<file path="config.mk">
export PLATFORM = sky130hd
export DESIGN_NAME = forwardTop
export DESIGN_NICKNAME = d
export VERILOG_FILES = /design/src/hdl/rvPkg.sv /design/src/hdl/bypassIf.sv /design/src/hdl/bypassNetwork.sv /design/src/hdl/forwardTop.sv /design/src/hdl/hazardUnit.sv /design/src/hdl/operandFetch.sv
export SDC_FILE = /design/constraint.sdc
export NUM_CORES = 2
export LEC_CHECK = 0
export ABC_AREA = 0
export BUFFER_PORTS_ARGS = -buffer_cell sky130_fd_sc_hd__clkbuf_2
export CAP_MARGIN = 0
export CORE_MARGIN = 2
export CORE_UTILIZATION = 57
export DETAILED_ROUTE_END_ITERATION = 7
export PLACE_DENSITY = 0.77
export SLEW_MARGIN = 20
export SYNTH_ARGS = -nofsm -noshare
export SYNTH_HDL_FRONTEND = slang
export SYNTH_SLANG_ARGS = --single-unit
</file>
<file path="constraint.sdc">
create_clock -name clk -period 3.6 [get_ports clk]
set_clock_uncertainty 0.1 [all_clocks]
set_input_delay 0.72 -clock clk [delete_from_list [all_inputs] [get_ports clk]]
set_output_delay 0.72 -clock clk [all_outputs]
set_load 0.01 [all_outputs]
</file>
<file path="src/hdl/rvPkg.sv">
//////////////////////////////
// RV32 forwarding package
// Shared widths, bypass pipeline entry and hazard states
//////////////////////////////
package rvPkg;

    // Datapath widths
    localparam int WordWidth    = 32;
    localparam int RegAddrWidth = 5;

    // Bypass pipeline geometry
    localparam int BypassDepth   = 3;
    localparam int ReadPortCount = 2;

    typedef logic [WordWidth-1:0]    word_t;
    typedef logic [RegAddrWidth-1:0] regAddr_t;

    // One in-flight result waiting to retire
    typedef struct packed {
        logic     valid;
        regAddr_t addr;
        word_t    value;
    } pipeEntry_t;

    // Outstanding load tracker
    typedef enum logic {
        idle,
        waitLoad
    } hazardState_t;

endpackage

</file>
<file path="src/hdl/bypassIf.sv">
//////////////////////////////
// Bypass bus
// Operand reads plus execute and load writes
//////////////////////////////
`timescale 1ns/1ps

interface bypassIf;

    // Execute stage result
    logic            writeEnable;
    rvPkg::regAddr_t writeAddr;
    rvPkg::word_t    writeValue;

    // Returning load data
    logic            loadWriteEnable;
    rvPkg::regAddr_t loadWriteAddr;
    rvPkg::word_t    loadWriteValue;

    // Operand read ports
    rvPkg::regAddr_t readAddr1;
    rvPkg::regAddr_t readAddr2;

    // Bypass lookup results
    logic            hit1;
    logic            hit2;
    rvPkg::word_t    readValue1;
    rvPkg::word_t    readValue2;

    modport network (
        input  writeEnable, writeAddr, writeValue,
        input  loadWriteEnable, loadWriteAddr, loadWriteValue,
        input  readAddr1, readAddr2,
        output hit1, hit2, readValue1, readValue2
    );

    modport fetch (
        input readAddr1, readAddr2,
        input hit1, hit2, readValue1, readValue2
    );

    modport hazard (
        input readAddr1, readAddr2,
        input loadWriteEnable, loadWriteAddr
    );

endinterface

</file>
<file path="src/hdl/bypassNetwork.sv">
//////////////////////////////
// Bypass network
// Result pipeline with CAM lookup and retire output
//////////////////////////////
`timescale 1ns/1ps

module bypassNetwork (
    input  logic              clk,
    input  logic              arstN,
    bypassIf.network          bus,
    input  logic              stall,
    input  logic              flush,
    output rvPkg::pipeEntry_t retireEntry
);

    typedef logic [$clog2(rvPkg::BypassDepth)-1:0] stageIndex_t;

    // Lowest set bit wins, which is the youngest stage
    function automatic stageIndex_t lowestHit(input logic [rvPkg::BypassDepth-1:0] hits);
        stageIndex_t index;
        index = '0;
        for (int i = rvPkg::BypassDepth - 1; i >= 0; i--) begin
            if (hits[i]) begin
                index = stageIndex_t'(i);
            end
        end
        return index;
    endfunction

    // Stage 0 is youngest, last stage retires
    rvPkg::pipeEntry_t stages [rvPkg::BypassDepth];

    // Per read port lookup state
    rvPkg::regAddr_t               readAddr  [rvPkg::ReadPortCount];
    logic                          hit       [rvPkg::ReadPortCount];
    rvPkg::word_t                  readValue [rvPkg::ReadPortCount];
    logic                          loadHit   [rvPkg::ReadPortCount];
    logic [rvPkg::BypassDepth-1:0] camHits   [rvPkg::ReadPortCount];
    stageIndex_t                   camIndex  [rvPkg::ReadPortCount];

    // Map the two named bus ports onto port arrays
    always_comb begin
        readAddr[0] = bus.readAddr1;
        readAddr[1] = bus.readAddr2;

        bus.hit1       = hit[0];
        bus.hit2       = hit[1];
        bus.readValue1 = readValue[0];
        bus.readValue2 = readValue[1];
    end

    // CAM match and priority select
    always_comb begin
        for (int p = 0; p < rvPkg::ReadPortCount; p++) begin
            loadHit[p] = bus.loadWriteEnable && (bus.loadWriteAddr == readAddr[p]);

            for (int s = 0; s < rvPkg::BypassDepth; s++) begin
                camHits[p][s] = stages[s].valid && (stages[s].addr == readAddr[p]);
            end
            camIndex[p] = lowestHit(camHits[p]);

            if (readAddr[p] == '0) begin
                // x0 is hardwired
                hit[p]       = 1'b1;
                readValue[p] = '0;
            end else if (loadHit[p]) begin
                hit[p]       = 1'b1;
                readValue[p] = bus.loadWriteValue;
            end else if (|camHits[p]) begin
                hit[p]       = 1'b1;
                readValue[p] = stages[camIndex[p]].value;
            end else begin
                // Miss, register file supplies the operand
                hit[p]       = 1'b0;
                readValue[p] = '0;
            end
        end
    end

    // Result pipeline
    always_ff @(posedge clk or negedge arstN) begin
        if (!arstN) begin
            for (int s = 0; s < rvPkg::BypassDepth; s++) begin
                stages[s] <= '0;
            end
        end else if (flush) begin
            for (int s = 0; s < rvPkg::BypassDepth; s++) begin
                stages[s] <= '0;
            end
        end else if (!stall) begin
            stages[0] <= '{
                valid: bus.writeEnable,
                addr:  bus.writeAddr,
                value: bus.writeValue
            };

            // Load data lands in stage 1 and the old stage 0 entry is dropped
            if (bus.loadWriteEnable) begin
                stages[1] <= '{
                    valid: 1'b1,
                    addr:  bus.loadWriteAddr,
                    value: bus.loadWriteValue
                };
            end else begin
                stages[1] <= stages[0];
            end

            for (int s = 2; s < rvPkg::BypassDepth; s++) begin
                stages[s] <= stages[s-1];
            end
        end
    end

    assign retireEntry = stages[rvPkg::BypassDepth-1];

    // x0 forwarding never leaks stale pipeline data
    zeroForward: assert property (@(posedge clk) disable iff (!arstN)
        bus.hit1 && (bus.readAddr1 == '0) |-> bus.readValue1 == '0)
        else $error("x0 read forwarded a nonzero value");

    // Producers hold off while the hazard unit stalls
    noWriteInStall: assert property (@(posedge clk) disable iff (!arstN)
        stall |-> !bus.writeEnable && !bus.loadWriteEnable)
        else $error("write accepted during stall");

endmodule

</file>
<file path="src/hdl/forwardTop.sv">
//////////////////////////////
// Forwarding top level
// Bypass network, hazard unit and operand fetch
//////////////////////////////
`timescale 1ns/1ps

module forwardTop (
    input  logic            clk,
    input  logic            arstN,

    // Execute stage result
    input  logic            writeEnable,
    input  rvPkg::regAddr_t writeAddr,
    input  rvPkg::word_t    writeValue,

    // Load return
    input  logic            loadWriteEnable,
    input  rvPkg::regAddr_t loadWriteAddr,
    input  rvPkg::word_t    loadWriteValue,

    // Load issue
    input  logic            loadIssue,
    input  rvPkg::regAddr_t loadIssueAddr,

    input  logic            flush,

    // Operand reads
    input  rvPkg::regAddr_t readAddr1,
    input  rvPkg::regAddr_t readAddr2,
    output rvPkg::word_t    operand1,
    output rvPkg::word_t    operand2,

    output logic            stall
);

    bypassIf bus ();

    rvPkg::pipeEntry_t retireEntry;

    assign bus.writeEnable     = writeEnable;
    assign bus.writeAddr       = writeAddr;
    assign bus.writeValue      = writeValue;
    assign bus.loadWriteEnable = loadWriteEnable;
    assign bus.loadWriteAddr   = loadWriteAddr;
    assign bus.loadWriteValue  = loadWriteValue;
    assign bus.readAddr1       = readAddr1;
    assign bus.readAddr2       = readAddr2;

    bypassNetwork networkInst (
        .clk         (clk),
        .arstN       (arstN),
        .bus         (bus.network),
        .stall       (stall),
        .flush       (flush),
        .retireEntry (retireEntry)
    );

    hazardUnit hazardInst (
        .clk           (clk),
        .arstN         (arstN),
        .bus           (bus.hazard),
        .loadIssue     (loadIssue),
        .loadIssueAddr (loadIssueAddr),
        .flush         (flush),
        .stall         (stall)
    );

    operandFetch fetchInst (
        .clk         (clk),
        .arstN       (arstN),
        .bus         (bus.fetch),
        .retireEntry (retireEntry),
        .stall       (stall),
        .flush       (flush),
        .operand1    (operand1),
        .operand2    (operand2)
    );

endmodule

</file>
<file path="src/hdl/hazardUnit.sv">
//////////////////////////////
// Hazard unit
// Tracks one pending load, stalls dependent reads
//////////////////////////////
`timescale 1ns/1ps

module hazardUnit (
    input  logic            clk,
    input  logic            arstN,
    bypassIf.hazard         bus,
    input  logic            loadIssue,
    input  rvPkg::regAddr_t loadIssueAddr,
    input  logic            flush,
    output logic            stall
);

    rvPkg::hazardState_t state;
    rvPkg::hazardState_t stateNext;
    rvPkg::regAddr_t     pendingAddr;

    logic loadReturn;
    logic readMatch1;
    logic readMatch2;

    // The matching load write ends the wait
    assign loadReturn = bus.loadWriteEnable && (bus.loadWriteAddr == pendingAddr);

    assign readMatch1 = (bus.readAddr1 != '0) && (bus.readAddr1 == pendingAddr);
    assign readMatch2 = (bus.readAddr2 != '0) && (bus.readAddr2 == pendingAddr);

    // Drops in the same cycle the load data shows up
    assign stall = (state == rvPkg::waitLoad) && (readMatch1 || readMatch2) && !loadReturn;

    always_comb begin
        stateNext = state;
        case (state)
            rvPkg::idle: begin
                // Loads into x0 never create a hazard
                if (loadIssue && (loadIssueAddr != '0) && !flush) begin
                    stateNext = rvPkg::waitLoad;
                end
            end
            rvPkg::waitLoad: begin
                if (flush || loadReturn) begin
                    stateNext = rvPkg::idle;
                end
            end
            default: stateNext = rvPkg::idle;
        endcase
    end

    always_ff @(posedge clk or negedge arstN) begin
        if (!arstN) begin
            state <= rvPkg::idle;
        end else begin
            state <= stateNext;
        end
    end

    // Destination of the load in flight
    always_ff @(posedge clk or negedge arstN) begin
        if (!arstN) begin
            pendingAddr <= '0;
        end else if (state == rvPkg::idle && loadIssue) begin
            pendingAddr <= loadIssueAddr;
        end
    end

    // Only one load may be outstanding
    singleLoad: assert property (@(posedge clk) disable iff (!arstN)
        state == rvPkg::waitLoad |-> !loadIssue)
        else $error("load issued while another is pending");

endmodule

</file>
<file path="src/hdl/operandFetch.sv">
//////////////////////////////
// Operand fetch
// Register file plus bypass operand select
//////////////////////////////
`timescale 1ns/1ps

module operandFetch (
    input  logic              clk,
    input  logic              arstN,
    bypassIf.fetch            bus,
    input  rvPkg::pipeEntry_t retireEntry,
    input  logic              stall,
    input  logic              flush,
    output rvPkg::word_t      operand1,
    output rvPkg::word_t      operand2
);

    // Architectural registers x0..x31
    rvPkg::word_t regFile [2**rvPkg::RegAddrWidth];

    logic retireWrite;

    // Retire only when the oldest stage actually leaves the pipeline
    assign retireWrite = retireEntry.valid
                      && !stall
                      && !flush
                      && (retireEntry.addr != '0);

    always_ff @(posedge clk or negedge arstN) begin
        if (!arstN) begin
            for (int r = 0; r < 2**rvPkg::RegAddrWidth; r++) begin
                regFile[r] <= '0;
            end
        end else if (retireWrite) begin
            regFile[retireEntry.addr] <= retireEntry.value;
        end
    end

    // Bypass hit overrides the committed value
    always_comb begin
        if (bus.hit1) begin
            operand1 = bus.readValue1;
        end else begin
            operand1 = regFile[bus.readAddr1];
        end
    end

    always_comb begin
        if (bus.hit2) begin
            operand2 = bus.readValue2;
        end else begin
            operand2 = regFile[bus.readAddr2];
        end
    end

endmodule

</file>
Word-level counts from Yosys, hierarchy flattened
Index checks and enable logic that the tools add are counted.
Word-level totals
  logic and storage cells: 141
  bits in registers: 1144
  input bits: 95
  output and inout port bits: 65
  memory bits (read-only): 0
  bits in latches: 0
  bits in writable memories: 0
  memories kept: 0
Operators by class
  multipliers: 0
  $lt $le $gt $ge: 6
  add/sub/neg operators: 0
  reductions and logical operators: 33
  div/mod/pow operators: 0
  equal/unequal tests: 12
  shifts and indexed selects: 0
  mux-type cells: 41
  bitwise logic cells: 6
Operator list (count)
  $bwmux W1024: 1
  $mux W32: 17
  $bmux W32 S5: 2
  $mux W114: 2
  $demux W32 S5: 1
  $bmux W38 S2: 2
  $eq A5 B5 Y1: 11
  $mux W38: 1
  $logic_and A1 B1 Y1: 20
  $reduce_bool A5 Y1: 4
  $ge A6 B6 Y1 const B: 3
  $not A5 Y6: 3
  $mux W2: 6
  $logic_not A5 Y1: 2
  $mux W1: 8
  $ge A3 B3 Y1 const B: 2
  $lt A6 B1 Y1 const B: 1
  $not A2 Y3: 2
  $reduce_or A3 Y1: 2
  $logic_not A1 Y1: 3
  $logic_or A1 B1 Y1: 2
  $ne A2 B2 Y1 const B: 1
  $pmux W1 S2: 1
  $not A1 Y1: 1

Logic depth before layout (Yosys ltp)
  word-level depth: 13
  mapped depth: 13

Cells and area by module
From an unflattened synthesis, not the netlist that was laid out.
Unflattened totals
  cell total of the unflattened synthesis: 5431
  area total of the unflattened synthesis: 64798.4 um2
By module, submodules not included
  operandFetch: cells an instance 4435, area each 56250.2 um2, seq. area each 25624.6 um2, times used 1
  bypassNetwork: cells an instance 953, area each 8121.5 um2, seq. area each 2852.7 um2, times used 1
  hazardUnit: cells an instance 43, area each 426.7 um2, seq. area each 150.1 um2, times used 1

Worst setup path after synthesis
No wires, ideal clock.
  path type: in2out
  from: in readAddr1[0]
  to: out operand1[16]
  data required time: 2.780 ns
  buffers on the path: 4
  stages on the path: 9
  arrival: 2.780 ns
  setup slack: 0.000 ns
  cell sequence: buf_2 > buf_2 > buf_2 > buf_2 > mux4_2 > mux2i_1 > o22ai_1 > nor2_1 > o22ai_1
On the way
  word-level cells in the longest chain between the ends: 13
  elaborated cells between the ends (all ways): 28
RTL lines
  start: declaration: RTL line forwardTop.sv:28  | input rvPkg::regAddr_t readAddr1,
  $eq A5 B5 Y1: RTL line bypassNetwork.sv:58  | camHits[p][s] = stages[s].valid && (stages[s].addr == readAddr[p]);
  $logic_and A1 B1 Y1: RTL line bypassNetwork.sv:58
  $mux W2 (3 in series): RTL line bypassNetwork.sv:23  | if (hits[i]) begin
  $not A2 Y3 (implied by the code): RTL line bypassNetwork.sv:71  | readValue[p] = stages[camIndex[p]].value;
  $bmux W38 S2: RTL line bypassNetwork.sv:71
  $mux W32 (implied by the code) (2 in series): RTL line bypassNetwork.sv:71
  $mux W32: RTL line bypassNetwork.sv:69  | end else if (|camHits[p]) begin
  $mux W32: RTL line bypassNetwork.sv:66  | end else if (loadHit[p]) begin
  $mux W32: RTL line bypassNetwork.sv:62  | if (readAddr[p] == '0) begin
  $mux W32 *: RTL line operandFetch.sv:41  | if (bus.hit1) begin
  end: declaration: RTL line forwardTop.sv:30  | output rvPkg::word_t operand1,
Mark *: on every way between the ends. The rest lies on a longest branch, timed or not. The select of a mux whose other input is x is not followed.

Worst setup path after layout
  from: reg networkInst.stages[112] in the netlist's numbering
  to: out operand1[13]
On the way
  word-level cells in the longest chain between the ends: 11
  elaborated cells between the ends (all ways): 15
RTL lines
  start: declaration: RTL line bypassNetwork.sv:31  | rvPkg::pipeEntry_t stages [rvPkg::BypassDepth];
  start signal: indexed assignment: RTL line bypassNetwork.sv:109  | stages[s] <= stages[s-1];
  $eq A5 B5 Y1 *: RTL line bypassNetwork.sv:58
  $logic_and A1 B1 Y1 *: RTL line bypassNetwork.sv:58
  $mux W2: RTL line bypassNetwork.sv:23
  $not A2 Y3 (implied by the code): RTL line bypassNetwork.sv:71
  $bmux W38 S2: RTL line bypassNetwork.sv:71
  $mux W32 (implied by the code) (2 in series): RTL line bypassNetwork.sv:71
  $mux W32: RTL line bypassNetwork.sv:69
  $mux W32: RTL line bypassNetwork.sv:66
  $mux W32: RTL line bypassNetwork.sv:62
  $mux W32 *: RTL line operandFetch.sv:41
Marks and branches as above.

==> run summary <==
The flow ran to the end, but the final reports show violations. The final reports fail on design-rule violations, negative setup slack. The final count of hold timing violations was 0; the number of port buffers was 159. In the post-synthesis netlist, the biggest area contributors are sky130_fd_sc_hd__dfrtp_1 46%, sky130_fd_sc_hd__mux4_2 18%, sky130_fd_sc_hd__mux2_2 16%.

On the critical path the largest part of the delay comes from buffers and inverters. The power density relative to cell area was 383 nW/µm². The tools report the worst-skew pair later-pin latency as 0.76 ns.

The run gives 0 as the count of final max-slew check failures. The root buffer selected by CTS is sky130_fd_sc_hd__clkbuf_16. The analysis attributes to cell leakage a power of 0.0336 µW. The largest driver fanout on the critical path was 8; the number of routed nets with antenna violations was 0. The dominant register cell in the synthesized netlist was sky130_fd_sc_hd__dfrtp_1. Global routing used 35.6% of the available tracks across all layers. The remaining routing DRC violations came out at 5.

TritonCTS built the clock tree. Post-route clock period utilization: 112%. Setup repair after global routing could not meet its margin everywhere. The actual transition at the worst max-transition pin is 1.21 ns.

The internal power was 21,200 µW. After floorplanning, the core was sized to cover 109,000 µm². Setup slack of the critical path after layout: -0.423 ns. Adding up every negative setup slack in the final design gives -17.52 ns. For this run, the post-layout net count is 4,708. The run gives 3 as the CTS H-tree depth. The die covers 112,000 µm². The critical path goes through xnor2_1 -> nand4_1 -> buf_4 -> nor2_4 -> buf_6 -> nor4_4 -> buf_6 -> buf_12 -> buf_8 -> a2bb2oi_2 -> o22ai_2 -> buf_2. The tools report the pin count of the biggest net entering global routing as 140. STA classifies the critical path startpoint as a flop. After synthesis, the most frequently instantiated cells are 1,144 x sky130_fd_sc_hd__dfrtp_1, 916 x sky130_fd_sc_hd__mux2_2, 513 x sky130_fd_sc_hd__mux4_2, 307 x sky130_fd_sc_hd__clkbuf_1, 289 x sky130_fd_sc_hd__mux2i_1.

The cell that appears most often on the critical path is sky130_fd_sc_hd__buf_6. The number of primary I/O pins is 160, and the number of unique standard cell types used by synthesis is 52. The number of cells in the design after placement came out at 5,868. At the worst endpoint, the arrival time is 3.20 ns.

The logs give 46.7% for the global routing usage on met1 and 57.5% for the effective utilization at floorplan. The post-layout minimum cycle time was 4.02 ns; the net count after synthesis was 4,460. The filler cell count is 6,862, and the sum of net half-perimeters after detailed placement is 128,000 µm. Setup violations remaining at the end of the flow were counted as 64.

The portion of total power attributed to combinational logic is 9.0%. The logs give 2.78 ns for the required arrival time at the worst endpoint and 54.1% for the met2 track utilization from global routing. The number of global-route vias before repair was 44,900. After layout, the design draws a total of 28,500 µW.

After clock tree synthesis, the clock-pin slew on the worst setup and hold paths is 0.06 ns. Together, buffers and inverters on the worst path number 6. The first global-routing pass estimated 295,000 µm of wire. Clock tree synthesis inserted a total of 118 buffers. Total number of yosys warnings: 0. For the area of the mapped netlist, the log shows 62,600 µm². Registers are responsible for 47.0% of the overall power. The overall overflow remaining after global route was 0.

Cells with a size suffix above 1 make up 53.2% of the layout. STA classifies the critical path endpoint as an output port. sky130_fd_sc_hd__dfrtp_1 takes more of the synthesized area than any other cell. Summed over all layers, the routed wires come to 203,000 µm. The share of total power consumed by net switching came out at 25.4%. In the routed layout, each cell is associated on average with a via count of 7.18.

The cell count after synthesis came out at 4,365. The first detailed-routing pass took 8 iterations. The critical path class is flop to output port. The floorplan row count came out at 121. Routability-driven placement finished with a final weighted congestion of 0.955. The cell with the largest stage delay on the worst path is sky130_fd_sc_hd__dfrtp_2. Of the total power, the clock network draws 44.0%.

Across the run, the number of max-cap violations was 0. The number of antenna violations at the first check in global routing came out at 12. The floorplan step set the die width to 335 µm. Once layout is complete, the cells apart from fillers number 6,122. The worst-case IR drop observed on VDD is 0.414 mV. For this design the total switching power over the nets is 7240 µW.

The total number of clock tree sinks was 1,144; the total via count after detailed routing was 43,900. Static timing analysis puts the maximum clock frequency at 249 MHz. The synthesized design contains 1,144 register bits. Across all hold checks on the routed design, the worst slack comes to 0.0932 ns. From bottom edge to top edge, the die measures 335 µm. The run gives 19.0% as the remaining max-slew budget at the tightest pin. Cell with the most instances after synthesis: sky130_fd_sc_hd__dfrtp_1. In the final routed layout, each cell accounts on average for 33.1 µm.

After the first detailed-routing iteration, the DRC count stood at 5,425. From synthesis to final layout, the design area changed by 18.8%. The share of async-settable or async-resettable flops after synthesis is 100%, and the routing usage on met3 is 10.8%. Maximum count of clock buffers along a single path: 3. The class of the most critical hold timing path was input pin to flop. Yosys mapped a number of flops with a built-in enable equal to 0.

Dividing the synthesized area by the synthesized cell count gives 14.3 µm². The maximum cell stage delay along the critical path works out to 0.47 ns. Of the post-synthesis cell area, the dominant cell type holds 45.8%. The layer with the highest usage after global routing is met2. Sequential-to-total area share from yosys stat: 45.8%.
[power by group through the flow]
stage | logic [µW] | registers [µW] | clock network [µW]
6_report | 2560 | 13400 | 12500
5_1_grt | 2670 | 13400 | 13200
4_1_cts | 2440 | 13300 | 12600
3_5_place_dp | 2360 | 13600 | 0
3_3_place_gp | 2330 | 13500 | 0
2_1_floorplan | 1310 | 13400 | 0
[worst paths after layout]
check | from | endpoint | slack (ns) | depth (start not counted)
setup / recovery | networkInst.stages[112]$_DFFE_PN0P_ | operand1[13] | -0.42 | 12
hold / removal | writeAddr[0] | networkInst.stages[108]$_DFFE_PN0P_ | 0.09 | 3
setup reg to reg | networkInst.retireEntry[32]$_DFFE_PN0P_ | fetchInst.regFile[203]$_DFFE_PN0P_ | 0.44 | 6
hold reg to reg | fetchInst.regFile[1001]$_DFFE_PN0P_ | fetchInst.regFile[1001]$_DFFE_PN0P_ | 0.29 | 0
max in group asynchronous | arstN | networkInst.retireEntry[22]$_DFFE_PN0P_ | 1.87 | 3
min in group asynchronous | arstN | fetchInst.regFile[594]$_DFFE_PN0P_ | 0.38 | 2
[cells in the final DEF (no fill, tap or decap), types with 5 or more instances in the layout]
cell type                    count
sky130_fd_sc_hd__clkinv_2       16
sky130_fd_sc_hd__clkbuf_8       28
sky130_fd_sc_hd__nand3_1         5
sky130_fd_sc_hd__a2bb2oi_2      43
sky130_fd_sc_hd__clkbuf_1       31
sky130_fd_sc_hd__buf_8          17
sky130_fd_sc_hd__a221oi_2       35
sky130_fd_sc_hd__xor2_1         12
sky130_fd_sc_hd__clkbuf_16     120
sky130_fd_sc_hd__a221oi_4       23
sky130_fd_sc_hd__buf_2          32
sky130_fd_sc_hd__a2bb2oi_4      14
sky130_fd_sc_hd__bufinv_16       8
sky130_fd_sc_hd__nor2_2          5
sky130_fd_sc_hd__nor2_1        163
sky130_fd_sc_hd__mux4_2        513
sky130_fd_sc_hd__or2_2           5
sky130_fd_sc_hd__dfrtp_2        18
sky130_fd_sc_hd__clkbuf_2      100
sky130_fd_sc_hd__nand2_1       164
sky130_fd_sc_hd__dfrtp_1      1126
sky130_fd_sc_hd__a21oi_1        78
sky130_fd_sc_hd__mux2_1         83
sky130_fd_sc_hd__buf_6          48
sky130_fd_sc_hd__o22ai_2        41
sky130_fd_sc_hd__a2bb2oi_1       5
sky130_fd_sc_hd__nor4_4         26
sky130_fd_sc_hd__clkinvlp_4      5
sky130_fd_sc_hd__o22ai_1       140
sky130_fd_sc_hd__a211oi_1       38
sky130_fd_sc_hd__mux2i_1       289
sky130_fd_sc_hd__nor4b_4         8
sky130_fd_sc_hd__buf_12        148
sky130_fd_sc_hd__nand4_1         5
sky130_fd_sc_hd__o22ai_4         9
sky130_fd_sc_hd__buf_4         276
sky130_fd_sc_hd__mux2_2        916
sky130_fd_sc_hd__xnor2_1        36
[registers in the layout, indices dropped and copies added (netlist names)]
signal                   cells
hazardInst.pendingAddr       5
fetchInst.regFile         1024
networkInst.retireEntry     38
networkInst.stages          76
hazardInst.state             1
[cell families (layout without fill, tap and decap cells)]
family | after synthesis | count (layout) | share of synthesized area [%]
AOI/OAI and AO/OA | 448 | 449 | 4.94
xor gates and xnor gates | 55 | 55 | 0.770
buffers and inverters | 501 | 840 | 3.94
DFF | 1144 | 1144 | 45.8
muxes | 1801 | 1801 | 41.1
other | 0 | 3 | 0
and+or+nand+nor | 416 | 416 | 3.52
[what timing repair did]
item | 4_1_cts | 5_1_grt
gates cloned | 2 | 2
resized for setup | 190 | 192
setup endpoints to repair | 64 | 64
setup buffers | 21 | 21
endpoints found under the hold margin | 24 | 0
hold buffers | 1 | 0
pin swaps | 69 | 60
[worst min-delay path: cells and delay by family]
family,cells,cell delay (ns)
buffers and inverters,1,0.08
AO/OA/AOI/OAI,1,0.06
AND/OR/NAND/NOR,1,0.05
[layout make-up]
class | count | area [µm²] | share of cell area (%)
Inverter | 1 | 8.76 | 0.0118
Antenna cell | 3 | 7.51 | 0.0101
Tap cell | 1414 | 1770 | 2.38
Clock inverter | 36 | 512 | 0.688
Sequential cell | 1144 | 28700 | 38.5
Timing Repair Buffer | 627 | 6620 | 8.91
Clock buffer | 176 | 3440 | 4.63
Multi-Input combinational cell | 2721 | 33300 | 44.8
[per-stage QoR]
stage                     setup slack (ns)  utilization [%]  area, µm²
after global routing                -0.460             68.3      74300
after CTS                           -0.305             67.2      73200
after detailed placement            -0.654             62.4      67900
after floorplan                     0.0261                -      62600
after global placement              -0.773             62.4      67900
final                               -0.423             68.3      74300
[routing by layer]
layer	share of wire, %	routed length, µm
met3	12	25200
met4	6.4	12900
met5	0.052	106
met1	36	73000
met2	45	91300
Power figures use the tool's default switching activity.
